--- src/design/mandel_pkg.sv ---
`default_nettype none

package mandel_pkg;

    // escape count, also the width of one framebuffer nibble.
    typedef logic [3:0] count_t;

    // signed coordinate with 7 fraction bits.
    typedef logic signed [9:0] coord_t;

    // unsigned pixel step with 7 fraction bits.
    typedef logic [8:0] step_t;

    // signed working value with 12 fraction bits.
    typedef logic signed [17:0] fix_t;

    // one colour channel of the VGA output.
    typedef logic [3:0] color_t;

    // the configuration word is sent least significant bit first.
    localparam int CFG_BITS = 33;
    typedef logic [CFG_BITS-1:0] cfg_word_t;

    // field positions inside the configuration word.
    localparam int CFG_MAX_ITER_LSB = 0;
    localparam int CFG_X0_LSB       = 4;
    localparam int CFG_Y0_LSB       = 14;
    localparam int CFG_STEP_LSB     = 24;

    // vertical phase of the scan generator.
    typedef enum logic [1:0] {
        SCAN_ACTIVE,
        SCAN_FRONT_PORCH,
        SCAN_SYNC,
        SCAN_BACK_PORCH
    } scan_state_t;

endpackage

`default_nettype wire

--- src/design/config_loader.sv ---
`timescale 1ns/10ps
`default_nettype none

module config_loader
    import mandel_pkg::*;
(
    input  logic      clk,
    input  logic      reset,
    input  logic      trigger,
    input  cfg_word_t cfg_word,
    output logic      cfg_en,
    output logic      cfg_sclk,
    output logic      cfg_sdata,
    output logic      cfg_loaded
);

    localparam int CNT_W = $clog2(CFG_BITS);
    localparam logic [CNT_W-1:0] LAST_BIT = CNT_W'(CFG_BITS - 1);

    typedef enum logic [2:0] {
        L_IDLE,
        L_ENABLE,
        L_HIGH,
        L_LOW,
        L_FINISH
    } load_state_t;

    load_state_t      state;
    logic             boot;
    logic             trigger_d;
    logic             start;
    logic [CNT_W-1:0] bit_cnt;
    cfg_word_t        shift_reg;

    // one load runs right after reset, later loads follow button presses.
    // presses that arrive while a word is being shifted are dropped.
    assign start = (state == L_IDLE) && (boot || (trigger && !trigger_d));

    assign cfg_sdata = shift_reg[0];

    always_ff @(posedge clk)
    begin
        if (reset)
        begin
            state      <= L_IDLE;
            boot       <= 1'b1;
            trigger_d  <= 1'b0;
            bit_cnt    <= '0;
            cfg_en     <= 1'b0;
            cfg_sclk   <= 1'b0;
            cfg_loaded <= 1'b0;
        end
        else
        begin
            trigger_d <= trigger;
            case (state)
                L_IDLE:
                begin
                    if (start)
                    begin
                        boot       <= 1'b0;
                        cfg_loaded <= 1'b0;
                        state      <= L_ENABLE;
                    end
                end
                L_ENABLE:
                begin
                    cfg_en  <= 1'b1;
                    bit_cnt <= '0;
                    state   <= L_HIGH;
                end
                L_HIGH:
                begin
                    cfg_sclk <= 1'b1;
                    state    <= L_LOW;
                end
                L_LOW:
                begin
                    cfg_sclk <= 1'b0;
                    bit_cnt  <= bit_cnt + 1'b1;
                    state    <= (bit_cnt == LAST_BIT) ? L_FINISH : L_HIGH;
                end
                default:
                begin
                    cfg_en     <= 1'b0;
                    cfg_loaded <= 1'b1;
                    state      <= L_IDLE;
                end
            endcase
        end
    end

    // the word is captured at the start and moves down one bit after each low phase.
    always_ff @(posedge clk)
    begin
        if (start)
        begin
            shift_reg <= cfg_word;
        end
        else if (state == L_LOW)
        begin
            shift_reg <= shift_reg >> 1;
        end
    end

endmodule

`default_nettype wire

--- config.mk ---
export PLATFORM = sky130hd
export DESIGN_NAME = config_loader
export DESIGN_NICKNAME = d
export VERILOG_FILES = /design/src/design/mandel_pkg.sv /design/src/design/config_loader.sv
export SDC_FILE = /design/constraint.sdc
export NUM_CORES = 1
export LEC_CHECK = 0
export BUFFER_PORTS_ARGS = -buffer_cell sky130_fd_sc_hd__buf_2
export CORE_ASPECT_RATIO = 1.75
export CORE_UTILIZATION = 30
export CTS_BUF_LIST = sky130_fd_sc_hd__clkbuf_16
export DETAILED_ROUTE_END_ITERATION = 12
export GPL_TIMING_DRIVEN = 0
export HOLD_SLACK_MARGIN = 0.05
export PLACE_DENSITY = 0.6
export SYNTH_ARGS = -nofsm -noshare
export SYNTH_HDL_FRONTEND = slang
export SYNTH_SLANG_ARGS = --single-unit
--- constraint.sdc ---
create_clock -name clk -period 2.1 [get_ports clk]
set_input_delay 0.105 -clock clk [delete_from_list [all_inputs] [get_ports clk]]
set_output_delay 0.105 -clock clk [all_outputs]
set_load 0.02 [all_outputs]
## Yosys cells after proc, flatten, opt, wreduce, memory -nomap -nowiden

Cells that the tools add are included.

| word-level totals | value |
|---|---|
| register bits after elaboration | 47 |
| bits of input ports | 36 |
| output and inout port bits | 4 |
| logic and storage cells | 37 |

| operators by class | value |
|---|---|
| add/subtract/negate cells | 1 |
| equal/unequal tests | 5 |
| reduce and logical (&&, ||, !) cells | 12 |
| bitwise logic cells | 1 |
| mux-type cells | 10 |

Operators with widths:

| operator | number |
|---|---|
| 2-to-1 mux 33 bit | 2 |
| one-hot mux 3 bit (4 select lines) | 1 |
| one-hot mux 6 bit (2 select lines) | 1 |
| adder 6 x 1 -> 6 bit (second input constant) | 1 |
| == test 3 x 2 -> 1 bit (second input constant) | 2 |
| == test 6 bit (second input constant) | 1 |
| 2-to-1 mux 3 bit | 2 |
| one-hot mux 1 bit (2 select lines) | 3 |
| nonzero test 2 bit | 3 |
| OR reduction 3 bit | 2 |
| AND reduction 2 bit | 2 |
| == test 3 x 1 -> 1 bit (second input constant) | 1 |
| logical NOT 3 bit | 1 |
| logical AND 1 bit | 2 |
| inequality test 2 bit (second input constant) | 1 |
| logical NOT 1 bit | 1 |
| logical OR 1 bit | 1 |
| 2-to-1 mux 1 bit | 1 |
| inverter 1 bit | 1 |

## Depth between registers and ports, before layout

Gate-level depths: netlist of the first run.

| depth | value |
|---|---|
| depth in word-level cells | 6 |
| depth in mapped cells | 5 |
| mapped depth without buffers | 5 |

## Worst setup path after synthesis of the first run

OpenSTA, ideal clock, no wires.

| timing path | value |
|---|---|
| path kind | reg-to-reg |
| from | register state[0] |
| to | register shift_reg[0] (enable) |
| required time | 1709 ps |
| cell stages (with the launch flop) | 6 |
| buffers on the path | 2 |
| clock period less this slack | 2050 ps |
| setup time | 391 ps |
| arrival time | 1659 ps |
| path slack | 50 ps |
| cell sequence | dfxtp_1 -> buf_4 -> nor3_4 -> o21ai_4 -> buf_6 -> nand2_1 |

| between the ends | value |
|---|---|
| word-level cells in the longest chain between the ends | 3 |
| elaborated cells on any way between the ends | 4 |
| classes of those cells | 1 x eq/ne; 3 x reduce/logical |

Ends and longest elaborated chain:

| what | line | text |
|---|---|---|
| start: declaration | config_loader.sv:28 | `load_state_t state;` |
| start signal: assignment | config_loader.sv:81 | `state <= (bit_cnt == LAST_BIT) ? L_FINISH : L_HIGH;` |
| logical NOT 3 bit | config_loader.sv:37 | `assign start = (state == L_IDLE) && (boot \|\| (trigger && !trigger_d));` |
| logical AND 1 bit | config_loader.sv:37 |  |
| nonzero test 2 bit (no source line) (*) | n/a |  |
| end signal: assignment | config_loader.sv:98 | `shift_reg <= cfg_word;` |
| end signal: assignment | config_loader.sv:102 | `shift_reg <= shift_reg >> 1;` |
| end: declaration | config_loader.sv:33 | `cfg_word_t shift_reg;` |

Every way passes the cells marked *; elsewhere a longest branch is shown, timed or not.
A chain may end at the register's enable or synchronous reset.

## Worst setup path in the final report of the first run

| timing path | value |
|---|---|
| from | input trigger |
| to | register shift_reg[12] (enable) |

| between the ends | value |
|---|---|
| word-level cells in the longest chain between the ends | 4 |

Ends and longest elaborated chain:

| what | line | text |
|---|---|---|
| start: declaration | config_loader.sv:9 | `input logic trigger,` |
| logical AND 1 bit | config_loader.sv:37 |  |
| logical OR 1 bit | config_loader.sv:37 |  |
| logical AND 1 bit | config_loader.sv:37 |  |
| nonzero test 2 bit (no source line) | n/a |  |

Every way passes these cells.

==> summary.txt, run 1 <==
Status: finished, final reports clean
HPWL Detailed: 2.47 mm
Die Y: 114 um
H-tree levels: 2
Longest Clk Path Bufs: 2
R2R Path End: shift_reg[12]
Worst r2r src: state[0]
Xor-xnor portion of the synthesized cell area: 0.00409
FF/Latch Area: 1270 um^2
Main synth FF type: edfxtp_1
R2R cell count: 6
Multi-input gate area: 795 um^2
Synth cell count leaders: edfxtp_1 (33), mux2_4 (27), dfxtp_1 (14)
Via/cell ratio: 4.55
Pwr Total: 2.63 mW
Clock slew seen by the registers of the worst setup and hold paths: 0.07 ns
Final setup vio count: 0
Per-cell routed wire length: 13.1 um
Endpoints failing hold: 0
RSZ-0062 raised after global routing: no
Clock Latency Late Sink: 0.28 ns
Filler cell count: 715
Largest family of logic cells by synthesized area: multiplexers
Top-count cell post-synth: edfxtp_1
Area growth syn-to-layout: 23.5%
Worst min path class: input port to flip-flop
Num ports: 40
Mapped cell area: 2140 um^2
Ant diodes: 0
R2R setup slack: 0.32 ns
Post-Route WL: 3.59 mm
Synth Area in Adders: 0.0117
Yosys top cell by area: edfxtp_1
TritonCTS sink count: 47
Pwr Density: 993 nW/um^2
Compound-gate portion of the synthesized area: 0.0520
Final Cycle Share: 0.877
Post-CTS Repair Setup Buffers: 0
Crit path DAT: 1.89 ns
Warning count from the yosys run: 0
Post-synth EDFFs: 33
Pin count of the biggest net entering global routing: 20
Max reg flops: 33
Hold Crit Start: cfg_word[3]
Netlist cell types: 33
Async set-or-reset flop fraction in the synthesized netlist: 0
Worst Path Required: 2.15 ns
Hold path depth: 2
Post-synthesis simple-gate area fraction: 0.0841
Vias in the first global route: 1303
Post-DRT Antenna Nets: 0
Gate Count Post-Synth: 142
Most Crowded Layer GR: met2
Min-Delay Endpoint: shift_reg[3]
Die ar.: 7500 um^2
Yosys reg bits: 47
Global Route Usage Sum: 0.104
Port Buffers: 39
Final net count: 228
Final core occ: 0.383
Row count: 40
Overflow after GRT: 0
Number of antenna violations at the first check in global routing: 0
Clock root cell: clkbuf_16
Crit-path max FO: 19
Initial Utilization: 0.310
MaxCap Viol Count: 0
1st-pass router iterations: 3
Routability cong.: 0.711
Achievable Freq: 0.543 GHz
Net Count, Synth: 180
Critical Path Start Type: input port
Avg Inst Size Synth: 15.1 um^2
Final min period: 1.84 ns
CORE AREA: 6910 um^2
Met2 usage: 0.182
Leak: 1.08 nW
Slew Limit Fails: 0
Synth area leaders: edfxtp_1 (46%), mux2_4 (19%), dfxtp_1 (13%)
Die Span X: 65.9 um
Iteration-0 DRC Markers: 92
Post-synthesis sequential area ratio: 0.593
CP endpoint kind: flip-flop
Global-route wire length before repair: 5.91 mm
Mux contribution to synthesized area: 0.216
Residual DRC: 0
DR vias: 1250
Worst Clk Skew: 0.00536 ns
Peak VDD IR: 362 uV
Global routing usage on met3: 0.0260
TritonCTS buffer count: 5
Worst slew pin tran: 0.428 ns
Area share of the largest cell type after synthesis: 0.463
Slew Limit Headroom: 0.715
TritonCTS clock tree: done
Setup CP Type: input port to flip-flop
Layout cells sized above 1: 0.471
Global routing usage on met1: 0.115
## per-layer routing
| metal | wire length, um | vias to the layer above |
|---|---|---|
| met1 | 1570 | 602 |
| met4 | 71 | 0 |
| li1 | - | 614 |
| met5 | 0 | - |
| met2 | 1800 | 28 |
| met3 | 149 | 6 |
## power breakdown
group	leakage (nW)	internal, mW	switching, mW
sequential	0.436	1.19	0.0427
clock	0.0804	0.566	0.340
combinational	0.567	0.279	0.208
## worst max-delay path, cell delays in order
cell	delay [ns]
dlygate4sd3_1	0.53
buf_2	0.12
nor2b_1	0.16
o21ai_4	0.30
buf_6	0.24
nand2_4	0.20
buf_8	0.23
## worst max path at each step
| stage | cells past startpoint | end | from |
|---|---|---|---|
| 2_1_floorplan | 5 | shift_reg[0] | state[0] |
| 3_3_place_gp | 5 | shift_reg[9] | state[0] |
| 6_report | 7 | shift_reg[12] | trigger |
| 5_1_grt | 7 | shift_reg[8] | trigger |
| 4_1_cts | 7 | shift_reg[6] | trigger |
| 3_5_place_dp | 6 | shift_reg[10] | state[0] |
## repair_timing
action,in CTS,in global routing
pin swaps,0,0
gates resized for setup,1,1
setup endpoints to repair,33,15
hold endpoints to repair,1,0
hold buffers,1,0
## through the flow
| step | area [um^2] | hold WS (ns) | std cells | worst slack (ns) | setup TNS [ns] |
|---|---|---|---|---|---|
| 2_1_floorplan | 2140 | 0.233 | 142 | 0.0501 | 0 |
| 3_3_place_gp | 2440 | 0.331 | 265 | -0.398 | -13.09 |
| 3_5_place_dp | 2460 | 0.337 | 266 | -0.187 | -2.85 |
| 4_1_cts | 2640 | 0.113 | 275 | 0.0341 | 0 |
| 5_1_grt | 2650 | 0.121 | 275 | 0.154 | 0 |
| 6_report | 2650 | 0.120 | 275 | 0.259 | 0 |
## cell families after synthesis
kind of cell | after synthesis
AOI/OAI and AO/OA | 17
xor gates and xnor gates | 1
adders and majority gates | 2
and+or+nand+nor | 30
muxes | 32
buffers and inverters | 13
DFF | 47
## area by class of cell
class	instances	area share
Buffer	7	0.0232
Clock buffer	5	0.0473
Clock inverter	3	0.0175
Inverter	6	0.00851
Multi-Input combinational cell	82	0.300
Sequential cell	47	0.480
Tap cell	84	0.0397
Timing Repair Buffer	41	0.0832
## layout by cell type, fill, tap and decap left out, types with 2 or more instances in the layout
master and instances:
ha_1 2, dfxtp_1 14, clkbuf_16 5, nor3_1 2
mux2_4 27, nand3_1 2, mux2_2 5, nor2_1 6
o31ai_1 2, buf_2 40, inv_1 6, o21ai_0 4
nor2b_1 5, edfxtp_1 33, or4_1 2, nand2_1 4
buf_6 4, a21oi_1 6
No activity file was read; power rests on OpenSTA's default activity.
==> run 2, diff against run 1 <==
- CTS_CLUSTER_DIAMETER: not set -> 200
- GPL_TIMING_DRIVEN: 0 -> not set
==> run 2 against run 1 <==
Net effect:
- first-iteration DRC count is 36% higher
- clock power is 3.5% lower
- critical path depth is 2 lower
- clock skew is 0.00082 ns higher
- global-route usage is 0.15 points higher
- non-clock buffer count is 5 lower
- wire length is 0.39% higher
- combinational power is 4% lower
- count of clock-buffer cells in the layout stayed put
- critical path type is now flip-flop to flip-flop
==> summary.txt, run 2 (synthesized netlist as in run 1, its figures left out) <==
Post-DRT Antenna Nets: 0
Worst slew pin tran: 0.359 ns
Final setup vio count: 0
Crit-path max FO: 26
Crit path DAT: 1.64 ns
H-tree levels: 2
Overflow after GRT: 0
Leak: 1.07 nW
Die Span X: 65.9 um
Hold Crit Start: trigger
Max reg flops: 33
Residual DRC: 0
Port Buffers: 39
Row count: 40
Worst r2r src: state[0]
Area growth syn-to-layout: 21.3%
Post-CTS resize count: 0
Longest Clk Path Bufs: 2
Num ports: 40
Setup TNS: 0 ns
Worst Path Required: 2.08 ns
Routability cong.: 0.709
Dpl cells: 262
Final min period: 1.66 ns
Number of antenna violations at the first check in global routing: 0
MaxCap Viol Count: 0
Pwr Total: 2.59 mW
Die Y: 114 um
Placed cell area: 2440 um^2
Setup CP Type: flip-flop to flip-flop
CP endpoint kind: flip-flop
CORE AREA: 6910 um^2
Slew Limit Fails: 0
TritonCTS buffer count: 5
Clock slew seen by the registers of the worst setup and hold paths: 0.06 ns
Clock Latency Late Sink: 0.28 ns
Post-CTS Repair Setup Buffers: 0
Worst Clk Skew: 0.00618 ns
Final net count: 223
DR vias: 1211
Die ar.: 7500 um^2
Worst min path class: input port to flip-flop
Critical Path Start Type: flip-flop
Pwr Density: 996 nW/um^2
Finished Layout Cells: 270
Achievable Freq: 0.604 GHz
Vias in the first global route: 1184
Slew Limit Headroom: 0.759
Iteration-0 DRC Markers: 125
Initial Utilization: 0.310
Critical path launch point: state[0]
Global Route Usage Sum: 0.106
Peak VDD IR: 429 uV
HPWL Detailed: 2.49 mm
Via/cell ratio: 4.49
Ant diodes: 0
Cts hold-fix bufs: 0
Global-route wire length before repair: 5.84 mm
Post-Route WL: 3.60 mm
Pin count of the biggest net entering global routing: 27
Per-cell routed wire length: 13.3 um
Most common cell after layout, fill and taps aside: buf_2
Post-route cell area: 2600 um^2
Clock root cell: clkbuf_16
TritonCTS sink count: 47
Final Cycle Share: 0.789
TritonCTS clock tree: done
Layout cells sized above 1: 0.452
Commonest non-fill, non-tap cells in the layout: buf_2 (39), edfxtp_1 (33), mux2_4 (27)
1st-pass router iterations: 4
Endpoints failing hold: 0
Status: finished, final reports clean
RSZ-0062 raised after global routing: no
[run 2: cell type report]
cell class	count	area, um^2
multi-input combinational	82	787
inverter	6	22.5
clock inverter	3	37.5
tap	84	105
clock buffer	5	125
fill	678	4310
timing repair buffer	43	250
sequential	47	1270
[run 2: per-stage QoR]
stage | util | setup slack [ns] | hold slack, ns
2_1_floorplan | - | 0.0501 | 0.233
3_3_place_gp | 0.353 | 0.485 | 0.390
3_5_place_dp | 0.353 | 0.450 | 0.390
4_1_cts | 0.376 | 0.437 | 0.0931
5_1_grt | 0.376 | 0.364 | 0.108
6_report | 0.376 | 0.443 | 0.0845
[run 2: path summary, 6_finish.rpt]
kind | cells after the start | to | slack [ns]
max reg2reg | 5 | shift_reg[7] | 0.44
max | 5 | shift_reg[7] | 0.44
min | 2 | trigger_d | 0.08
min reg2reg | 2 | bit_cnt[5] | 0.49
[run 2: report_power, final]
group          internal (mW)  switching (mW)  leakage (nW)
Combinational          0.278           0.190         0.547
Sequential              1.19          0.0547         0.436
Clock                  0.553           0.322        0.0864
Total                   2.02           0.566          1.07
[run 2: metal layers]
metal,track usage,up-vias,wire (um)
met3,0.0360,4,181
li1,-,601,-
met1,0.127,578,1580
met5,0,-,0
met4,0.0522,0,55
met2,0.166,28,1790
[run 2: worst max-delay path, cell delays in order (launching register included)]
cell and delay [ns]:
dfxtp_1 0.41, nor3_4 0.26, o21ai_4 0.12, buf_4 0.21
nand2_1 0.13, buf_12 0.20
