**src/design/mandel_pkg.sv**
```systemverilog
`default_nettype none

package mandel_pkg;

    // escape count, also the width of one framebuffer nibble.
    typedef logic [3:0] count_t;

    // signed coordinate with 7 fraction bits.
    typedef logic signed [9:0] coord_t;

    // unsigned pixel step with 7 fraction bits.
    typedef logic [8:0] step_t;

    // signed working value with 12 fraction bits.
    typedef logic signed [17:0] fix_t;

    // one colour channel of the VGA output.
    typedef logic [3:0] color_t;

    // the configuration word is sent least significant bit first.
    localparam int CFG_BITS = 33;
    typedef logic [CFG_BITS-1:0] cfg_word_t;

    // field positions inside the configuration word.
    localparam int CFG_MAX_ITER_LSB = 0;
    localparam int CFG_X0_LSB       = 4;
    localparam int CFG_Y0_LSB       = 14;
    localparam int CFG_STEP_LSB     = 24;

    // vertical phase of the scan generator.
    typedef enum logic [1:0] {
        SCAN_ACTIVE,
        SCAN_FRONT_PORCH,
        SCAN_SYNC,
        SCAN_BACK_PORCH
    } scan_state_t;

endpackage

`default_nettype wire

```
**src/design/fb_if.sv**
```systemverilog
`timescale 1ns/10ps
`default_nettype none

interface fb_if
    import mandel_pkg::*;
();

    count_t wdata;
    logic   write;
    logic   reset_write_ptr;
    logic   read;
    logic   reset_read_ptr;
    count_t rdata;

    // the renderer owns the write side.
    modport writer (output wdata, output write, output reset_write_ptr);

    // the scan generator owns the read side.
    modport reader (output read, output reset_read_ptr, input rdata);

    modport memory (
        input  wdata,
        input  write,
        input  reset_write_ptr,
        input  read,
        input  reset_read_ptr,
        output rdata
    );

endinterface

`default_nettype wire

```
**src/design/mandel_render.sv**
```systemverilog
`timescale 1ns/10ps
`default_nettype none

module mandel_render
    import mandel_pkg::*;
#(
    parameter int IMG_W = 8,
    parameter int IMG_H = 6
) (
    input  logic clk,
    input  logic reset,
    input  logic cfg_en,
    input  logic cfg_sclk,
    input  logic cfg_sdata,
    fb_if.writer fb,
    output logic frame_ready
);

    localparam int COL_W = (IMG_W > 1) ? $clog2(IMG_W) : 1;
    localparam int ROW_W = (IMG_H > 1) ? $clog2(IMG_H) : 1;
    localparam logic [COL_W-1:0] LAST_COL = COL_W'(IMG_W - 1);
    localparam logic [ROW_W-1:0] LAST_ROW = ROW_W'(IMG_H - 1);

    // 4.0 with 12 fraction bits.
    localparam logic [24:0] ESCAPE_LIMIT = 25'd16384;

    typedef enum logic [1:0] {
        R_IDLE,
        R_CLEAR,
        R_ITER
    } render_state_t;

    render_state_t      state;
    cfg_word_t          rx_shift;
    cfg_word_t          cfg;
    logic               sclk_d;
    logic               en_d;
    logic               cfg_done;
    logic [COL_W-1:0]   col;
    logic [ROW_W-1:0]   row;
    fix_t               cx;
    fix_t               cy;
    fix_t               zx;
    fix_t               zy;
    count_t             n;

    count_t             max_iter;
    coord_t             x0;
    coord_t             y0;
    step_t              step;
    fix_t               x0_f;
    fix_t               y0_f;
    fix_t               step_f;

    logic signed [35:0] pxx;
    logic signed [35:0] pyy;
    logic signed [35:0] pxy;
    logic signed [23:0] sxx;
    logic signed [23:0] syy;
    logic signed [23:0] sxy;
    logic signed [23:0] zx_wide;
    logic signed [23:0] zy_wide;
    logic        [24:0] mag;
    logic               stop;

    assign cfg_done = en_d && !cfg_en;

    assign max_iter = cfg[CFG_MAX_ITER_LSB +: $bits(count_t)];
    assign x0       = cfg[CFG_X0_LSB +: $bits(coord_t)];
    assign y0       = cfg[CFG_Y0_LSB +: $bits(coord_t)];
    assign step     = cfg[CFG_STEP_LSB +: $bits(step_t)];

    // move the 7 fraction bits of the configuration up to 12.
    assign x0_f   = {{3{x0[9]}}, x0, 5'b0};
    assign y0_f   = {{3{y0[9]}}, y0, 5'b0};
    assign step_f = {4'b0, step, 5'b0};

    assign pxx = zx * zx;
    assign pyy = zy * zy;
    assign pxy = zx * zy;
    assign sxx = 24'(pxx >>> 12);
    assign syy = 24'(pyy >>> 12);
    assign sxy = 24'(pxy >>> 12);

    // the squares are never negative, so the magnitude needs no sign bit.
    assign mag = {1'b0, sxx} + {1'b0, syy};

    assign zx_wide = sxx - syy + cx;
    assign zy_wide = (sxy <<< 1) + cy;

    // z holds the result of n iterations.
    // its escape test uses this cycle's squares, which keeps one multiply per path.
    assign stop = (n == max_iter) || (mag > ESCAPE_LIMIT);

    assign fb.wdata           = n;
    assign fb.write           = (state == R_ITER) && stop;
    assign fb.reset_write_ptr = (state == R_CLEAR);

    always_ff @(posedge clk)
    begin
        if (reset)
        begin
            state       <= R_IDLE;
            frame_ready <= 1'b0;
            sclk_d      <= 1'b0;
            en_d        <= 1'b0;
        end
        else
        begin
            sclk_d <= cfg_sclk;
            en_d   <= cfg_en;
            if (cfg_done)
            begin
                state       <= R_CLEAR;
                frame_ready <= 1'b0;
            end
            else if (state == R_CLEAR)
            begin
                state <= R_ITER;
            end
            else if ((state == R_ITER) && stop && (col == LAST_COL) && (row == LAST_ROW))
            begin
                state       <= R_IDLE;
                frame_ready <= 1'b1;
            end
        end
    end

    always_ff @(posedge clk)
    begin
        if (cfg_en && cfg_sclk && !sclk_d)
        begin
            rx_shift <= {cfg_sdata, rx_shift[CFG_BITS-1:1]};
        end
        if (cfg_done)
        begin
            cfg <= rx_shift;
        end

        if (state == R_CLEAR)
        begin
            col <= '0;
            row <= '0;
            cx  <= x0_f;
            cy  <= y0_f;
            zx  <= '0;
            zy  <= '0;
            n   <= '0;
        end
        else if (state == R_ITER)
        begin
            if (stop)
            begin
                zx <= '0;
                zy <= '0;
                n  <= '0;
                if (col == LAST_COL)
                begin
                    col <= '0;
                    row <= row + 1'b1;
                    cx  <= x0_f;
                    cy  <= cy + step_f;
                end
                else
                begin
                    col <= col + 1'b1;
                    cx  <= cx + step_f;
                end
            end
            else
            begin
                zx <= zx_wide[17:0];
                zy <= zy_wide[17:0];
                n  <= n + 4'd1;
            end
        end
    end

endmodule

`default_nettype wire

```
**src/flat_wrapper.sv**
```systemverilog
// flat-port wrapper written by rule: the top's interface ports become plain ports
module mandel_render_flat import mandel_pkg::*;
#(
    parameter int IMG_W = 8,
    parameter int IMG_H = 6
)
  (clk, reset, cfg_en, cfg_sclk, cfg_sdata, frame_ready, fb_wdata, fb_write, fb_reset_write_ptr);
  fb_if fb_i ();
  input  logic clk;
  input  logic reset;
  input  logic cfg_en;
  input  logic cfg_sclk;
  input  logic cfg_sdata;
  output logic frame_ready;
  output wire logic [$bits(fb_i.wdata)-1:0] fb_wdata;
  output wire logic [$bits(fb_i.write)-1:0] fb_write;
  output wire logic [$bits(fb_i.reset_write_ptr)-1:0] fb_reset_write_ptr;
  assign fb_wdata = fb_i.wdata;
  assign fb_write = fb_i.write;
  assign fb_reset_write_ptr = fb_i.reset_write_ptr;
  mandel_render #(.IMG_W(IMG_W), .IMG_H(IMG_H)) u_core (.clk(clk), .reset(reset), .cfg_en(cfg_en), .cfg_sclk(cfg_sclk), .cfg_sdata(cfg_sdata), .fb(fb_i), .frame_ready(frame_ready));
endmodule
```
**config.mk**
```make
export PLATFORM = sky130hd
export DESIGN_NAME = mandel_render_flat
export DESIGN_NICKNAME = d
export VERILOG_FILES = /design/src/design/mandel_pkg.sv /design/src/design/fb_if.sv /design/src/design/mandel_render.sv /design/src/flat_wrapper.sv
export SDC_FILE = /design/constraint.sdc
export NUM_CORES = 2
export LEC_CHECK = 0
export BUFFER_PORTS_ARGS = -buffer_cell sky130_fd_sc_hd__buf_4
export CORE_MARGIN = 2
export CORE_UTILIZATION = 61
export CTS_CLUSTER_DIAMETER = 60
export DETAILED_ROUTE_END_ITERATION = 6
export MAX_ROUTING_LAYER = met4
export PLACE_DENSITY_LB_ADDON = 0.2
export SYNTH_ARGS = -nofsm -noshare
export SYNTH_HDL_FRONTEND = slang
export SYNTH_SLANG_ARGS = --single-unit
```
**constraint.sdc**
```tcl
create_clock -name clk -period 9.6 [get_ports clk]
set_input_delay 0.48 -clock clk [delete_from_list [all_inputs] [get_ports clk]]
set_output_delay 0.48 -clock clk [all_outputs]
set_load 0.005 [all_outputs]
```
# --- Word-level counts from Yosys, hierarchy flattened ---
# Index checks and enable logic that the tools add are counted.
totals:
  register_bits: 153
  inputBits: 5
  output_inout_bits: 7
  elab_cells: 70
op_classes:
  add_sub_neg: 9
  mul: 3
  order_cmp: 1
  n_eq_ne: 5
  n_mux: 15
  bitwise: 1
  n_reduce_logical: 20
ops:
  columns: ["op", "n"]
  rows:
  - ["$mux W18", 10]
  - ["$mul A18 B18 Y36", 2]
  - ["$add A18 B15 Y18", 2]
  - ["$add A18 B18 Y18", 2]
  - ["$mul A18 B18 Y29", 1]
  - ["$add A24 B24 Y25", 1]
  - ["$gt A25 B15 Y1 const B", 1]
  - ["$sub A18 B18 Y18", 1]
  - ["$reduce_bool A2 Y1", 4]
  - ["$add A3 B1 Y3 const B", 2]
  - ["$eq A3 B3 Y1 const B", 2]
  - ["$logic_and A1 B1 Y1", 6]
  - ["$reduce_and A2 Y1", 3]
  - ["$reduce_and A3 Y1", 2]
  - ["$add A4 B1 Y4 const B", 1]
  - ["$eq A4 B4 Y1", 1]
  - ["$mux W2", 2]
  - ["$mux W4", 1]
  - ["$mux W3", 1]
  - ["$reduce_bool A3 Y1", 1]
  - ["$eq A2 B1 Y1 const B", 1]
  - ["$eq A2 B2 Y1 const B", 1]
  - ["$logic_not A1 Y1", 2]
  - ["$reduce_or A2 Y1", 1]
  - ["3 further kinds", 3]

# --- Longest topological paths before layout ---
logic_depth:
  ltp_word: 10
  mapped_depth: 42
  depth_no_buf: 38

# --- Least setup slack after synthesis ---
# Ideal clock, no wire load.
synth_timing:
  kind: "register to register"
  startpoint: "reg u_core.zx[17]"
  endpoint: "reg u_core.cy[10], enable pin"
  setup_ps: 384
  t_arrival_ps: 9932
  t_required_ps: 9216
  path_slack_ps: -716
  stages_incl_launch_ff: 35
  path_buffers: 4
  synth_period_minus_slack_ps: 10316
  path_cell_list: "dfxtp_1 -> clkbuf_1 -> clkbuf_1 -> nand2_1 -> fa_1 -> inv_1 -> fa_1 -> inv_1 -> fa_1 -> inv_1 -> fa_1 -> fa_1 -> inv_1 -> fa_1 -> inv_1 -> ha_1 -> and3_1 -> a221oi_1 -> nor2b_1 -> a41o_1 -> a41oi_1 -> o21ai_0 -> a2111oi_0 -> nor3_1 -> xor2_1 -> ha_1 -> clkbuf_1 -> nand3_1 -> o311ai_0 -> o22ai_1 -> a22o_1 -> and3_1 -> buf_2 -> a21oi_1 -> nor2b_1"
synth_between:
  elab_chain_len: 6
synth_rtl:
  columns: ["item", "line", "rtl"]
  rows:
  - ["start: declaration", "mandel_render.sv:43", "fix_t zx;"]
  - ["start signal: assignment", "mandel_render.sv:172", "zx <= zx_wide[17:0];"]
  - ["$mul A18 B18 Y36", "mandel_render.sv:78", "assign pxx = zx * zx;"]
  - ["$add A24 B24 Y25", "mandel_render.sv:86", "assign mag = {1'b0, sxx} + {1'b0, syy};"]
  - ["$gt A25 B15 Y1", "mandel_render.sv:93", "assign stop = (n == max_iter) || (mag > ESCAPE_LIMIT);"]
  - ["$logic_or A1 B1 Y1", "mandel_render.sv:93", null]
  - ["$reduce_bool A2 Y1 (no source line)", null, null]
  - ["$reduce_and A3 Y1 (no source line)", null, null]
  - ["end signal: assignment", "mandel_render.sv:145", "cy <= y0_f;"]
  - ["end signal: assignment", "mandel_render.sv:162", "cy <= cy + step_f;"]
  - ["end: declaration", "mandel_render.sv:42", "fix_t cy;"]
# No other way between the ends.
# A chain may end at the register's enable or synchronous reset.

# --- Worst setup path after layout ---
layout_timing:
  startpoint: "reg u_core.zx[0]"
  endpoint: "out fb_write"
layout_between:
  elab_chain_len: 5
layout_rtl:
  columns: ["item", "line", "rtl"]
  rows:
  - ["$mul A18 B18 Y36", "mandel_render.sv:78", null]
  - ["$add A24 B24 Y25", "mandel_render.sv:86", null]
  - ["$gt A25 B15 Y1", "mandel_render.sv:93", null]
  - ["$logic_or A1 B1 Y1", "mandel_render.sv:93", null]
  - ["$logic_and A1 B1 Y1", "mandel_render.sv:96", "assign fb.write = (state == R_ITER) && stop;"]
  - ["end: declaration", "flat_wrapper.sv:16", "output wire logic [$bits(fb_i.write)-1:0] fb_write;"]
# No other way between the ends.

==> flow_summary_export.csv <==
group,metric,value,unit
run,cap_viol_max_count,0,
placement,io_buffers,11,
synthesis,synthTopCellsByCount,"inv_1 (1075), fa_1 (824), nand2_1 (418)",
power,leakage,21.3,nW
clock_network,numCtsBuffers,17,
critical_path,r2r-start,"u_core.zx[0]$_SDFFE_PP0P_",
timing,layout_min_cycle_time,9.50,ns
placement,place_area,40500,sq um
power,p_seq_frac,0.092,
clock_network,path_clk_slew,0.08,ns
critical_path,critPathLaunchType,"register",
drt,drt_iter0_drc,2041,
clock_network,clock_path_buffers,2,
synthesis,ys_seq_area_frac,0.101,
timing,worst_pin_slew,0.878,ns
final_layout,final_layout_size_suffix_gt1_frac,0.110,
global_routing,grt_max_degree,53,
critical_path,rr_endpoint,"u_core.cy[16]$_DFFE_PP_",
power,power_density,240,nW/um^2
clock_network,cts-root-buf,"clkbuf_16",
clock_network,cts_max_level,4,
placement,dp_hpwl,79100,microns
synthesis,synth_top_cell_area_share,0.430,
timing,setup_viol,0,
floorplan,fp-row-count,91,
critical_path,cp-startpoint,"u_core.zx[0]$_SDFFE_PP0P_",
drt,drc,0,
synthesis,synth_warnings,0,
min_path,hold_class,"in -> reg",
synthesis,syn-instance-count,4082,
final_layout,stdcell_count,5066,
global_routing,grt_overflow,0,
synthesis,ys_seq_elements,147,
final_layout,area_growth,11.7,%
synthesis,synth_edf_count,92,
clock_network,hold_buffers,0,
final_layout,nFillCells,4841,
clock_network,cts_tree,"built",
placement,gp_congestion,0.968,
critical_path,worstPathMaxFanout,8,
floorplan,io_pins,12,
floorplan,start_util,0.619,
outcome,status,"completed",
critical_path,path_class,"reg -> out",
synthesis,syn_area_per_cell,9.39,sq um
global_routing,grt_pass1_vias,29100,
floorplan,die_x,255,microns
timing,min_period_over_period,0.989,
floorplan,core,61900,sq um
timing,hold_violations,0,
synthesis,synth_largest_area_cell,"fa_1",
drt,drt-total-wl,103000,microns
timing,holdWs,0.221,ns
drt,wl_per_cell,20.3,microns
global_routing,grt_pass1_wl,158000,microns
drt,num_vias,27900,
timing,rsz0062_at_grt,"true",
power,power.clock.fraction,0.065,
power,p_sw_frac,0.535,
power,switchingPower,5.50,mW
critical_path,critPathArrivalTime,9.02,ns
critical_path,required,9.12,ns
timing,clock.fmax,0.105,GHz
synthesis,synth_fp_nets,5309,
timing,fin_setup_tns,0,ns
final_layout,fin_area,42800,sq um
global_routing,grt_use_total,0.332,
timing,skew,0.0151,ns
synthesis,async_reset_ff_frac,0,
clock_network,cts_sinks,147,
critical_path,crit_path_top_delay_cell,"fa_2",
critical_path,max_stage_delay,0.52,ns
placement,numPlacedInstances,4956,
drt,drtPass1Iterations,6,
synthesis,synth_cell_type_count,70,
timing,slew_violations,0,
power,power.internal,4.78,mW
final_layout,post-route-util,0.691,
final_layout,nets,5440,
synthesis,synth_area_leaders,"fa_1 (43%), ha_1 (13%), inv_1 (11%)",
timing,slew_headroom,0.411,
synthesis,syn-cell-area,38300,sq um
power,pwr-share-comb,0.843,
drt,postRouteAntennaNets,0,
drt,avgViaCountPerCell,5.50,
critical_path,r2r_cells,41,
global_routing,grt_antenna_before_repair,2,
floorplan,fp.dieH,255,microns
synthesis,yosys_most_used_dff,"edfxtp_1",
power,vdd_drop_max,665,uV
critical_path,worstSetupEndpoint,"fb_write",
critical_path,r2r_slack,0.18,ns
floorplan,die_area,64900,sq um
critical_path,end_kind,"output port",
synthesis,yosysMostFrequentCell,"inv_1",
clock_network,insertion_delay,0.44,ns
==> state kept, by name, summed over array words and instances (netlist names) <==
register	flops
u_core.cfg	33
u_core.rx_shift	33
u_core.cx	18
u_core.zx	18
u_core.zy	17
u_core.cy	13
u_core.fb.wdata	4
u_core.col	3
u_core.row	3
u_core.state	2
u_core.en_d	1
u_core.frame_ready	1
u_core.sclk_d	1
==> power groups by stage <==
stage | combinational, mW | clock, mW | sequential (mW)
after floorplan | 4.92 | 0 | 0.847
after global placement | 7.65 | 0 | 0.905
after detailed placement | 7.76 | 0 | 0.911
after CTS | 8.11 | 0.672 | 0.915
after global routing | 9.35 | 0.696 | 0.947
final | 8.67 | 0.668 | 0.943
==> kinds of logic (layout without fill, tap and decap cells) <==
logic type	Yosys count	after routing	share of synthesized area
buffers and inverters	1226	1370	0.120
other	0	3	0
xor gates and xnor gates	176	176	0.0402
adders and majority gates	1222	1222	0.560
and+or+nand+nor	951	951	0.115
AOI/OAI and AO/OA	351	351	0.0607
DFF	147	147	0.101
muxes	9	9	0.00258
==> worst max-delay path, delay by kind of cell (launching register included) <==
| family | cells | cell delay (ns) |
|---|---|---|
| compound gates | 14 | 3.21 |
| fa+ha+maj | 8 | 2.94 |
| simple gates | 5 | 0.97 |
| buf+inv | 9 | 0.97 |
| flops | 1 | 0.37 |
| xor+xnor | 1 | 0.12 |
==> routing by layer <==
metal  global-route usage  vias up  wire length [microns]
met3               0.0480      309                   8320
met1                0.437    14000                  40200
li1                     -    12500                      -
met2                0.520     1084                  47900
met5                    -        -                      0
met4                0.142        0                   6190
==> worst min-delay path by stage <==
| stage | cells past startpoint | endpoint | start |
|---|---|---|---|
| after floorplan | 0 | u_core.cfg[0]$_DFFE_PP_ | u_core.rx_shift[0]$_DFFE_PP_ |
| after global placement | 0 | u_core.cfg[0]$_DFFE_PP_ | u_core.rx_shift[0]$_DFFE_PP_ |
| after detailed placement | 0 | u_core.cfg[0]$_DFFE_PP_ | u_core.rx_shift[0]$_DFFE_PP_ |
| after CTS | 1 | u_core.rx_shift[32]$_DFFE_PP_ | cfg_sdata |
| after global routing | 1 | u_core.rx_shift[32]$_DFFE_PP_ | cfg_sdata |
| final | 1 | u_core.rx_shift[32]$_DFFE_PP_ | cfg_sdata |
==> per-stage QoR <==
step                power (mW)  worst slack [ns]
finish                    10.3             0.102
CTS                       9.70           0.00202
detailed placement        8.67           -0.0876
global placement          8.55           -0.0410
global route              11.0            -0.170
floorplan                 5.77            0.0936
==> cell type report <==
class | count | area [sq um] | area share
multi-input cells | 2709 | 30400 | 0.711
inverters | 1080 | 4070 | 0.0950
flip-flops and latches | 147 | 3950 | 0.0923
repair buffers | 258 | 2740 | 0.0641
well taps | 837 | 1050 | 0.0245
clock buffers | 17 | 425 | 0.00994
clock inverters | 15 | 145 | 0.00339
diodes | 3 | 7.51 | 0.000175
==> what timing repair did <==
item,4_1_cts,5_1_grt
gates resized for setup,64,143
setup buffers,24,34
pin swaps,15,47
endpoints found under the setup margin,82,91
hold endpoints to repair,0,0
gates cloned,6,11
==> placed cells by master, fill, tap and decap left out, types with 8 or more instances in the layout <==
master,instances
clkbuf_16,28
fa_2,19
o2bb2ai_1,12
edfxtp_1,92
nor2b_1,26
buf_6,9
nor3_1,20
nor2_1,164
o21a_1,19
o21bai_1,18
and2_4,9
xor2_1,48
nand4_1,10
nand2b_1,27
inv_2,10
o31ai_1,9
a21oi_2,9
ha_4,13
a31oi_1,11
dfxtp_2,8
ha_1,378
nand3_1,43
o21ai_0,50
and2_1,169
xnor2_1,123
buf_12,32
fa_1,805
dfxtp_4,20
or2_2,11
a21o_1,28
or3_1,9
inv_1,1064
buf_4,196
and3_1,10
a21oi_1,105
dfxtp_1,27
nand2_1,412
Power figures use the tool's default switching activity.
