<file path="src/design/debounce.sv">
`timescale 1ns/10ps
`default_nettype none

module debounce #(
    parameter int DELAY = 4
) (
    input  logic clk,
    input  logic reset,
    input  logic in,
    output logic out
);

    localparam int CNT_W = (DELAY > 1) ? $clog2(DELAY + 1) : 1;
    localparam logic [CNT_W-1:0] LAST = CNT_W'(DELAY - 1);

    logic [CNT_W-1:0] stable_cnt;

    // the counter runs only while the input differs from the output.
    // any return to the old level restarts it, so short glitches vanish.
    always_ff @(posedge clk)
    begin
        if (reset)
        begin
            stable_cnt <= '0;
            out        <= 1'b0;
        end
        else if (in == out)
        begin
            stable_cnt <= '0;
        end
        else if (stable_cnt == LAST)
        begin
            stable_cnt <= '0;
            out        <= in;
        end
        else
        begin
            stable_cnt <= stable_cnt + 1'b1;
        end
    end

endmodule

`default_nettype wire

</file>
<file path="config.mk">
export PLATFORM = sky130hd
export DESIGN_NAME = debounce
export DESIGN_NICKNAME = d
export VERILOG_FILES = /design/src/design/debounce.sv
export SDC_FILE = /design/constraint.sdc
export NUM_CORES = 1
export LEC_CHECK = 0
export BUFFER_PORTS_ARGS = -buffer_cell sky130_fd_sc_hd__buf_2
export CORE_AREA = 5 5 42 44
export DETAILED_ROUTE_END_ITERATION = 6
export DIE_AREA = 0 0 47 49
export PLACE_DENSITY_LB_ADDON = 0.2
export SYNTH_ARGS = -nofsm -noshare
export SYNTH_HDL_FRONTEND = slang
export SYNTH_SLANG_ARGS = --single-unit
</file>
<file path="constraint.sdc">
create_clock -name clk -period 1.4 [get_ports clk]
set_clock_uncertainty 0.05 [all_clocks]
set_input_delay 0.35 -clock clk [delete_from_list [all_inputs] [get_ports clk]]
set_output_delay 0.35 -clock clk [all_outputs]
set_load 0.01 [all_outputs]
</file>
# Word level (Yosys, flattened, before mapping)
# Cells that the tools add are included.
# word_totals
reg_bits,4
latch_bits,0
mem_bits_rw,0
mem_bits_ro,0
input_bits,3
output_inout_bits,1
n_memories,0
# classes
addsub,1
n_mul,0
n_div,0
magnitude_cmp,0
eq_ne,2
shifts,0
n_mux,0
bitwise_logic,1
reduce_logical,2
# op_table
op,n
"3-bit by 1-bit adder with 3-bit output, second input constant",1
"3-bit by 2-bit equality test with 1-bit output, second input constant",1
3-bit OR reduction,1
2-bit AND reduction,1
1-bit equality test,1
1-bit inverter,1

# Longest topological paths before layout
# Gate-level depths: netlist (run 1).
# depth
depth_word,3
ltp_mapped,4
mapped_depth_nobuf,4

# Worst setup path before layout (run 1)
# OpenSTA, ideal clock, no wires.
# synth_timing
kind,flip-flop to flip-flop
start,register stable_cnt[0]
end,register stable_cnt[2]
setup_time_ns,0.092
arrival_time_ns,0.961
slack_ns,0.297
stages_incl_launch_ff,4
n_path_buf,0
synth_period_minus_slack_ns,1.103
path_cell_list,dfxtp_1 ha_1 ha_1 nor4_1
# synth_via
elab_chain_len,2
# synth_rtl
item,line,source
"start, declared",16,logic [CNT_W-1:0] stable_cnt;
"start signal, assigned",38,stable_cnt <= stable_cnt + 1'b1;
branches (longest 2 deep; another with 3-bit by 1-bit adder with 3-bit output),n/a,
# Several ways; the timed one is not identified.
# A chain may end at the register's enable or synchronous reset.

# Final worst setup path (run 1)
# Ends and elaborated chain as after synthesis.

==> impl_metrics.py, run 1 <==
metrics = {
    "worst_setup_path": {
        "critPathLaunchType": "flip-flop",
        "critPathKind": "flip-flop to flip-flop",
        "crit_required_ns": 1.50,
        "path_max_fanout": 2,
        "reg2reg_depth": 3,
        "crit_arrival_ns": 1.26,
        "critPathCaptureType": "flip-flop",
    },
    "final_layout": {
        "final_common_cell": "dfxtp_1",
        "final_nets": 26,
        "drive_gt1_share_pct": 36.8,
        "layout_common_cells": "dfxtp_1, clkbuf_4, buf_2",
        "register_area_sq_um": 80.1,
        "nFillCells": 167,
        "syn2layout_area_growth_pct": 36.2,
        "diodes": 0,
        "layout.cells.non_filler": 35,
        "multi_input_area_sq_um": 75.1,
    },
    "cts": {
        "cts_htree_levels": 1,
        "cts_buffers": 3,
        "cts_tree": "built",
        "hold_buffers": 0,
        "cts.sinks": 4,
        "insertion_delay_ns": 0.24,
        "clk_path_buf_depth": 2,
        "clk_pin_slew_worst_paths_ns": 0.04,
        "cts_root_buffer": "clkbuf_4",
        "post_cts_buffers": 0,
        "post_cts_resized": 0,
    },
    "detailed_routing": {
        "via_per_inst": 3.57,
        "wl_per_cell_microns": 7.54,
        "routed_wl_microns": 264,
        "drt-initial-drc-count": 0,
        "vias": 125,
        "first_pass_iters": 1,
        "final_antenna_net_count": 0,
        "drc": 0,
    },
    "timing": {
        "max_slew_margin_pct": 80.9,
        "fin_crit_ns": 1.16,
        "finalSetupViolations": 0,
        "tns_ns": 0,
        "slew_viol_final": 0,
        "setup_ws_ns": 0.242,
        "hold_viol_final": 0,
        "rsz0062_at_grt": "false",
        "post-route-period-util_pct": 82.7,
        "clock.fmax_ghz": 0.864,
        "worst_pin_slew_ns": 0.284,
    },
    "logic_synthesis": {
        "syn_inst": 13,
        "synth.avg_cell_area_sq_um": 12.2,
        "synth_top_cell_area_share_pct": 50.4,
        "ys_types": 8,
        "synth-seq-cells": 4,
        "synth_nets": 18,
        "ys_warn_count": 0,
        "synth_top_area_cell": "dfxtp_1",
        "yosysSeqAreaShare_pct": 50.4,
        "synth_area_sq_um": 159,
        "ys_top_cells_by_area": "dfxtp_1, ha_1, nor4b_2",
    },
    "power_and_ir_drop": {
        "power.density_nw_per_um2": 1290,
        "total_leakage_power_nw": 0.0850,
        "sw_frac_of_total_pct": 20.7,
        "p_int_mw": 0.221,
        "irDropWorstVdd_mv": 0.337,
        "switching_power_mw": 0.0577,
        "power.share.combinational_pct": 4.7,
        "clkPwrFrac_pct": 52.5,
        "seq_power_share_pct": 42.9,
    },
    "floorplanning": {
        "core-area_sq_um": 1400,
        "num_rows": 14,
        "die_height_microns": 49,
        "io_pins": 4,
        "die_area_sq_um": 2300,
        "initial_core_util_pct": 11.3,
        "die_w_microns": 47,
    },
    "placement": {
        "place_congestion": 0.613,
        "dp_cells": 32,
        "placement.io_buffers": 3,
        "place_ws_ns": 0.235,
    },
    "grt": {
        "grt_max_degree": 5,
        "antenna_found_initial": 0,
        "grt.total_usage_pct": 3.52,
        "grt_pass1_vias": 115,
        "grt-ovfl-total": 0,
        "grt_pass1_wl_microns": 448,
    },
    "worst_hold_path": {
        "hp-class": "input pin to flip-flop",
        "hold_path_depth": 2,
    },
    "status": {
        "outcome": "complete, no violations",
    },
    "job": {
        "cap_violations": 0,
    },
}
-- cell usage after synthesis, drive strengths merged --
library cell  number
nor2               1
dfxtp              4
nor4               2
nor4b              1
inv                1
xnor2              1
ha                 2
mux2i              1
-- power groups by stage --
stage / sequential [mW] / combinational (mW) / clock (mW)
after detailed placement: 0.121 / 0.0131 / 0
after floorplan: 0.121 / 0.00731 / 0
after global routing: 0.120 / 0.0151 / 0.157
final: 0.119 / 0.0130 / 0.146
after CTS: 0.119 / 0.0132 / 0.152
after global placement: 0.121 / 0.0130 / 0
-- state kept, by name, summed over array words and instances, names as in the netlist --
name        count
out             1
stable_cnt      3
-- area by class of cell --
| type | count | area share, % |
|---|---|---|
| flip-flops and latches | 4 | 37.0 |
| well taps | 16 | 9.25 |
| inverters | 1 | 1.73 |
| clock buffers | 3 | 10.4 |
| multi-input cells | 8 | 34.7 |
| repair buffers | 3 | 6.94 |
-- layer usage --
layer / share of wire [%] / GRT usage [%]
met1: 40 / 3.28
met2: 32 / 2.49
met3: 16 / 3.32
met4: 11 / 6.91
met5: 0 / 0
-- cells by family (layout without fill, tap and decap cells) --
group                      count (synthesis)  in the layout  share of synthesized area, %
xor gates and xnor gates                   1              1                          5.51
and+or+nand+nor                            4              4                          19.7
adders and majority gates                  2              2                          15.7
DFF                                        4              4                          50.4
buffers and inverters                      1              7                          2.36
muxes                                      1              1                          6.30
-- through the flow --
step | util, % | power (mW) | area [sq um] | hold WS [ns]
final | 15.4 | 0.278 | 216 | 0.280
after detailed placement | 13.8 | 0.134 | 194 | 0.387
after global placement | 13.8 | 0.134 | 194 | 0.373
after global routing | 15.4 | 0.292 | 216 | 0.283
after floorplan | - | 0.128 | 159 | 0.354
after CTS | 15.4 | 0.285 | 216 | 0.272
-- worst max-delay path: stages, from the launching register on --
cell     delay, ns
dfxtp_1       0.30
ha_1          0.19
ha_1          0.27
nor4_1        0.26
-- final timing paths --
| check | from | end | slack [ns] |
|---|---|---|---|
| setup / recovery | stable_cnt[0] | stable_cnt[2] | 0.24 |
| hold / removal | reset | out | 0.28 |
| setup reg to reg | stable_cnt[0] | stable_cnt[2] | 0.24 |
| hold reg to reg | stable_cnt[0] | stable_cnt[0] | 0.38 |
No activity file was read; power rests on OpenSTA's default activity.
==> run 2, diff against run 1 <==
==> constraint.sdc (replaced) <==
create_clock -name clk -period 1.15 [get_ports clk]
set_clock_uncertainty 0.05 [all_clocks]
set_input_delay 0.2875 -clock clk [delete_from_list [all_inputs] [get_ports clk]]
set_output_delay 0.2875 -clock clk [all_outputs]
set_load 0.01 [all_outputs]
==> run 2 against run 1 <==
Effect of this change:
- worst setup slack lost 0.20 ns
- design area grew 4.0%
- sequential cell count is the same
==> impl_metrics.py, run 2 (synthesis results as in run 1) <==
metrics = {
    "final_layout": {
        "diodes": 0,
        "final_nets": 26,
        "drive_gt1_share_pct": 47.4,
        "syn2layout_area_growth_pct": 41.7,
        "layout_common_cells": "dfxtp_1, clkbuf_4, buf_2",
        "reg.largest.list": "stable_cnt: 3 flops, out: 1 flops",
        "regMostFlops": "stable_cnt",
        "largest_register_ff_count": 3,
        "nFillCells": 165,
        "final_common_cell": "dfxtp_1",
    },
    "timing": {
        "rsz0062_at_grt": "true",
        "setup_ws_ns": 0.0433,
        "finalSetupViolations": 0,
        "hold_viol_final": 0,
        "post-route-period-util_pct": 96.2,
        "clock.fmax_ghz": 0.904,
        "slew_viol_final": 0,
        "max_slew_margin_pct": 77.3,
        "fin_crit_ns": 1.11,
        "worst_pin_slew_ns": 0.338,
        "tns_ns": 0,
    },
    "status": {
        "outcome": "complete, no violations",
    },
    "floorplanning": {
        "initial_core_util_pct": 11.3,
        "core-area_sq_um": 1400,
        "io_pins": 4,
        "die_height_microns": 49,
        "die_area_sq_um": 2300,
        "die_w_microns": 47,
        "num_rows": 14,
    },
    "worst_setup_path": {
        "crit_arrival_ns": 1.19,
        "r2r-end": "out",
        "crit_required_ns": 1.23,
        "critPathLaunchType": "flip-flop",
        "r2r_slack_ns": 0.04,
        "crit_chain": "ha_1 > ha_2 > mux2i_1 > nor2_1",
        "path_max_fanout": 4,
        "critPathKind": "flip-flop to flip-flop",
        "reg2reg_depth": 4,
        "rr_startpoint": "stable_cnt[0]",
        "critPathCaptureType": "flip-flop",
        "max_stage_delay_ns": 0.33,
        "crit_path_top_delay_cell": "dfxtp_1",
    },
    "detailed_routing": {
        "met3_length_microns": 31,
        "vias": 113,
        "met2_length_microns": 103,
        "via_per_inst": 3.23,
        "drc": 0,
        "topRoutingLayerUsed": "met4",
        "routed_wl_microns": 256,
        "first_pass_iters": 2,
        "wl_per_cell_microns": 7.31,
        "wl_met1_microns": 116,
        "final_antenna_net_count": 0,
        "drt-initial-drc-count": 1,
    },
    "worst_hold_path": {
        "hp-class": "input pin to flip-flop",
        "hold_path_depth": 2,
        "hold_start": "reset",
        "min_delay_worst_endpoint": "stable_cnt[2]",
    },
    "cts": {
        "cts_root_buffer": "clkbuf_4",
        "clk_pin_slew_worst_paths_ns": 0.04,
        "insertion_delay_ns": 0.24,
        "cts_buffers": 3,
        "cts.sinks": 4,
        "clk_path_buf_depth": 2,
        "cts_tree": "built",
        "post_cts_buffers": 0,
        "hold_buffers": 0,
        "cts_htree_levels": 1,
    },
    "power_and_ir_drop": {
        "power.density_nw_per_um2": 1490,
        "irDropWorstVdd_mv": 0.410,
        "p_total_mw": 0.335,
        "total_leakage_power_nw": 0.0841,
    },
    "grt": {
        "grt_pass1_wl_microns": 434,
        "grt_max_degree": 5,
        "grt-ovfl-total": 0,
        "grt.total_usage_pct": 3.45,
        "grt_pass1_vias": 111,
        "antenna_found_initial": 0,
    },
    "placement": {
        "place_congestion": 0.613,
        "placement.io_buffers": 3,
        "place_ws_ns": -0.0146,
    },
    "job": {
        "cap_violations": 0,
    },
}
## run 2: changes by cell type in the layout (fill, tap and decap cells not counted)
cell and delta:
nor4_2 +1, ha_1 -1, ha_2 +1, nor4_1 -1
## run 2: repair_timing
action                                  4_1_cts  5_1_grt
cloned                                        0        0
endpoints found under the setup margin        2        2
pin swaps                                     2        1
gates resized for setup                       1        1
## run 2: power breakdown
part           internal (mW)  total, mW  switching, mW
combinational        0.00860     0.0171        0.00849
clock                  0.117      0.172         0.0557
sequential             0.144      0.145        0.00187
total                  0.269      0.335         0.0661
## run 2: how the worst max path moves through the flow
stage	from	end	slack [ns]	depth (start not counted)
finish	stable_cnt[0]	out	0.04	4
global route	stable_cnt[0]	out	-0.004	4
CTS	stable_cnt[0]	stable_cnt[2]	0.03	3
detailed placement	stable_cnt[0]	stable_cnt[2]	-0.01	3
global placement	stable_cnt[0]	stable_cnt[2]	0.003	3
floorplan	stable_cnt[0]	stable_cnt[2]	0.05	3
## run 2: metrics by stage
| step | util, % | cell area [sq um] | hold WS, ns | std cells |
|---|---|---|---|---|
| after floorplan | - | 159 | 0.310 | 13 |
| after global placement | 13.8 | 194 | 0.373 | 32 |
| after detailed placement | 13.8 | 194 | 0.387 | 32 |
| after CTS | 15.6 | 219 | 0.209 | 35 |
| after global routing | 16.1 | 225 | 0.227 | 35 |
| final | 16.1 | 225 | 0.229 | 35 |
## run 2: final cells by class
| class | count | area, sq um | share of cell area (%) |
|---|---|---|---|
| Timing Repair Buffer | 3 | 15.0 | 6.67 |
| Multi-Input combinational cell | 8 | 83.8 | 37.2 |
| Tap cell | 16 | 20.0 | 8.89 |
| Clock buffer | 3 | 22.5 | 10.0 |
| Inverter | 1 | 3.75 | 1.67 |
| Sequential cell | 4 | 80.1 | 35.6 |
## run 2: worst max-delay path, delay by kind of cell (launching register included)
family	cells	cell delay, ns
adders and majority gates	2	0.38
DFF	1	0.33
muxes	1	0.20
and+or+nand+nor	1	0.05
## run 2: layer usage
layer / up-vias / track usage, %
met4: 0 / 6.91
met3: 2 / 3.32
met2: 4 / 2.49
li1: 60 / -
met5: - / 0
met1: 47 / 3.06
==> run 3, diff against run 2 <==
--- a/config.mk
+++ b/config.mk
@@ -9,6 +9,7 @@
 export CORE_AREA = 5 5 42 44
 export DETAILED_ROUTE_END_ITERATION = 6
 export DIE_AREA = 0 0 47 49
+export GPL_TIMING_DRIVEN = 0
 export PLACE_DENSITY_LB_ADDON = 0.2
 export SYNTH_ARGS = -nofsm -noshare
 export SYNTH_HDL_FRONTEND = slang
==> run 3 against run 2 <==
Effect of this change:
- first-iteration DRC count down 100%
- worst setup slack better by 0.024 ns
- critical path type is now flip-flop to output port
- critical endpoint is now out
- die area unchanged
- highest routed layer unchanged
- combinational power up 39%
==> impl_metrics.py, run 3 (synthesis results as in run 1) <==
metrics = {
    "floorplanning": {
        "num_rows": 14,
        "die_area_sq_um": 2300,
        "die_w_microns": 47,
        "core-area_sq_um": 1400,
        "io_pins": 4,
        "initial_core_util_pct": 11.3,
        "die_height_microns": 49,
    },
    "detailed_routing": {
        "first_pass_iters": 1,
        "final_antenna_net_count": 0,
        "via_per_inst": 3.49,
        "vias": 122,
        "routed_wl_microns": 304,
        "wl_per_cell_microns": 8.69,
        "drt-initial-drc-count": 0,
        "drc": 0,
    },
    "worst_setup_path": {
        "crit_arrival_ns": 0.74,
        "reg2reg_depth": 4,
        "cp_num_buf_inv": 1,
        "r2r_slack_ns": 0.08,
        "crit_required_ns": 0.81,
        "crit_cells": 1,
        "r2r-end": "out",
        "crit_family": "flip-flops",
        "critPathKind": "flip-flop to output port",
        "critPathCaptureType": "output port",
        "crit_chain": "buf_2",
        "critPathLaunchType": "flip-flop",
        "max_stage_delay_ns": 0.36,
        "path_max_fanout": 3,
        "crit_path_top_delay_cell": "dfxtp_1",
        "rr_startpoint": "stable_cnt[0]",
    },
    "final_layout": {
        "layout.cells.non_filler": 35,
        "diodes": 0,
        "nFillCells": 169,
        "largest_register_ff_count": 3,
        "final_nets": 26,
        "final_util_pct": 18.1,
        "layout_common_cells": "clkbuf_4, buf_2, dfxtp_1",
        "regMostFlops": "stable_cnt",
        "syn2layout_area_growth_pct": 59.8,
        "drive_gt1_share_pct": 63.2,
        "reg.largest.list": "stable_cnt: 3 flops, out: 1 flops",
    },
    "placement": {
        "dp_cells": 32,
        "placement.io_buffers": 3,
        "place_congestion": 0.669,
        "dpl.hpwl_microns": 185,
        "place_ws_ns": -0.0115,
    },
    "power_and_ir_drop": {
        "clkPwrFrac_pct": 51.1,
        "p_int_mw": 0.273,
        "total_leakage_power_nw": 0.0869,
        "switching_power_mw": 0.0754,
        "seq_power_share_pct": 42.1,
        "power.density_nw_per_um2": 1370,
        "power.share.combinational_pct": 6.8,
        "sw_frac_of_total_pct": 21.6,
        "irDropWorstVdd_mv": 0.390,
    },
    "timing": {
        "clock.fmax_ghz": 0.924,
        "rsz0062_at_grt": "false",
        "finalSetupViolations": 0,
        "fin_crit_ns": 1.08,
        "max_slew_margin_pct": 68.5,
        "worst_pin_slew_ns": 0.469,
        "setup_ws_ns": 0.0677,
        "post-route-period-util_pct": 94.1,
        "hold_viol_final": 0,
        "slew_viol_final": 0,
    },
    "cts": {
        "cts_root_buffer": "clkbuf_4",
        "clk_path_buf_depth": 2,
        "clk_pin_slew_worst_paths_ns": 0.04,
        "post_cts_buffers": 0,
        "cts_tree": "built",
        "insertion_delay_ns": 0.24,
        "cts_buffers": 3,
        "cts.sinks": 4,
        "cts_htree_levels": 1,
    },
    "grt": {
        "grt_max_degree": 5,
        "antenna_found_initial": 0,
        "grt_pass1_wl_microns": 462,
        "grt-ovfl-total": 0,
        "grt_pass1_vias": 126,
        "grt.total_usage_pct": 3.73,
    },
    "worst_hold_path": {
        "hp-class": "input pin to flip-flop",
        "hold_start": "reset",
        "hold_path_depth": 2,
        "min_delay_worst_endpoint": "out",
    },
    "job": {
        "cap_violations": 0,
    },
    "status": {
        "outcome": "complete, no violations",
    },
}
==> run 3: worst max-delay path by stage <==
| stage | slack, ns | to | startpoint |
|---|---|---|---|
| after floorplan | 0.05 | stable_cnt[2] | stable_cnt[0] |
| after global placement | 0.002 | stable_cnt[2] | stable_cnt[0] |
| after detailed placement | -0.01 | stable_cnt[2] | stable_cnt[0] |
| after CTS | 0.04 | stable_cnt[2] | stable_cnt[0] |
| after global routing | 0.01 | stable_cnt[2] | stable_cnt[0] |
| final | 0.07 | out | out |
==> run 3: timing repair <==
action | in CTS | in global routing
endpoints found under the setup margin | 3 | 3
gates resized for setup | 2 | 5
hold buffers | 0 | 0
pin swaps | 1 | 1
==> run 3: layout make-up <==
| cell class | instances | area (sq um) | share of cell area (%) |
|---|---|---|---|
| multi-input cells | 8 | 111 | 43.8 |
| flip-flops and latches | 4 | 81.3 | 32.0 |
| clock buffers | 3 | 22.5 | 8.87 |
| well taps | 16 | 20.0 | 7.88 |
| repair buffers | 3 | 15.0 | 5.91 |
| inverters | 1 | 3.75 | 1.48 |
==> run 3: per-layer routing <==
metal | track usage, % | routed length (microns) | up-vias
met4 | 5.53 | 22 | 0
met2 | 3.17 | 123 | 7
li1 | - | - | 59
met3 | 5.54 | 38 | 3
met5 | 0 | 0 | -
met1 | 2.63 | 119 | 53
==> run 3: stage by stage <==
stage	instance area [sq um]	power [mW]	setup TNS (ns)	hold slack [ns]
floorplan	159	0.156	0	0.310
global placement	194	0.163	0	0.373
detailed placement	194	0.164	-0.0115	0.385
CTS	225	0.344	0	0.221
global route	254	0.372	0	0.251
finish	254	0.349	0	0.248
==> run 3: power by group through the flow <==
stage / combinational, mW / sequential [mW] / clock (mW)
5_1_grt: 0.0257 / 0.147 / 0.200
6_report: 0.0237 / 0.147 / 0.178
2_1_floorplan: 0.00890 / 0.147 / 0
3_3_place_gp: 0.0159 / 0.147 / 0
4_1_cts: 0.0177 / 0.146 / 0.181
3_5_place_dp: 0.0162 / 0.148 / 0
==> run 3: worst reg2reg max path, stage by stage, from the launching register on <==
cell	delay (ns)
dfxtp_2	0.33
ha_2	0.19
ha_4	0.17
mux2i_1	0.19
nor2_1	0.05
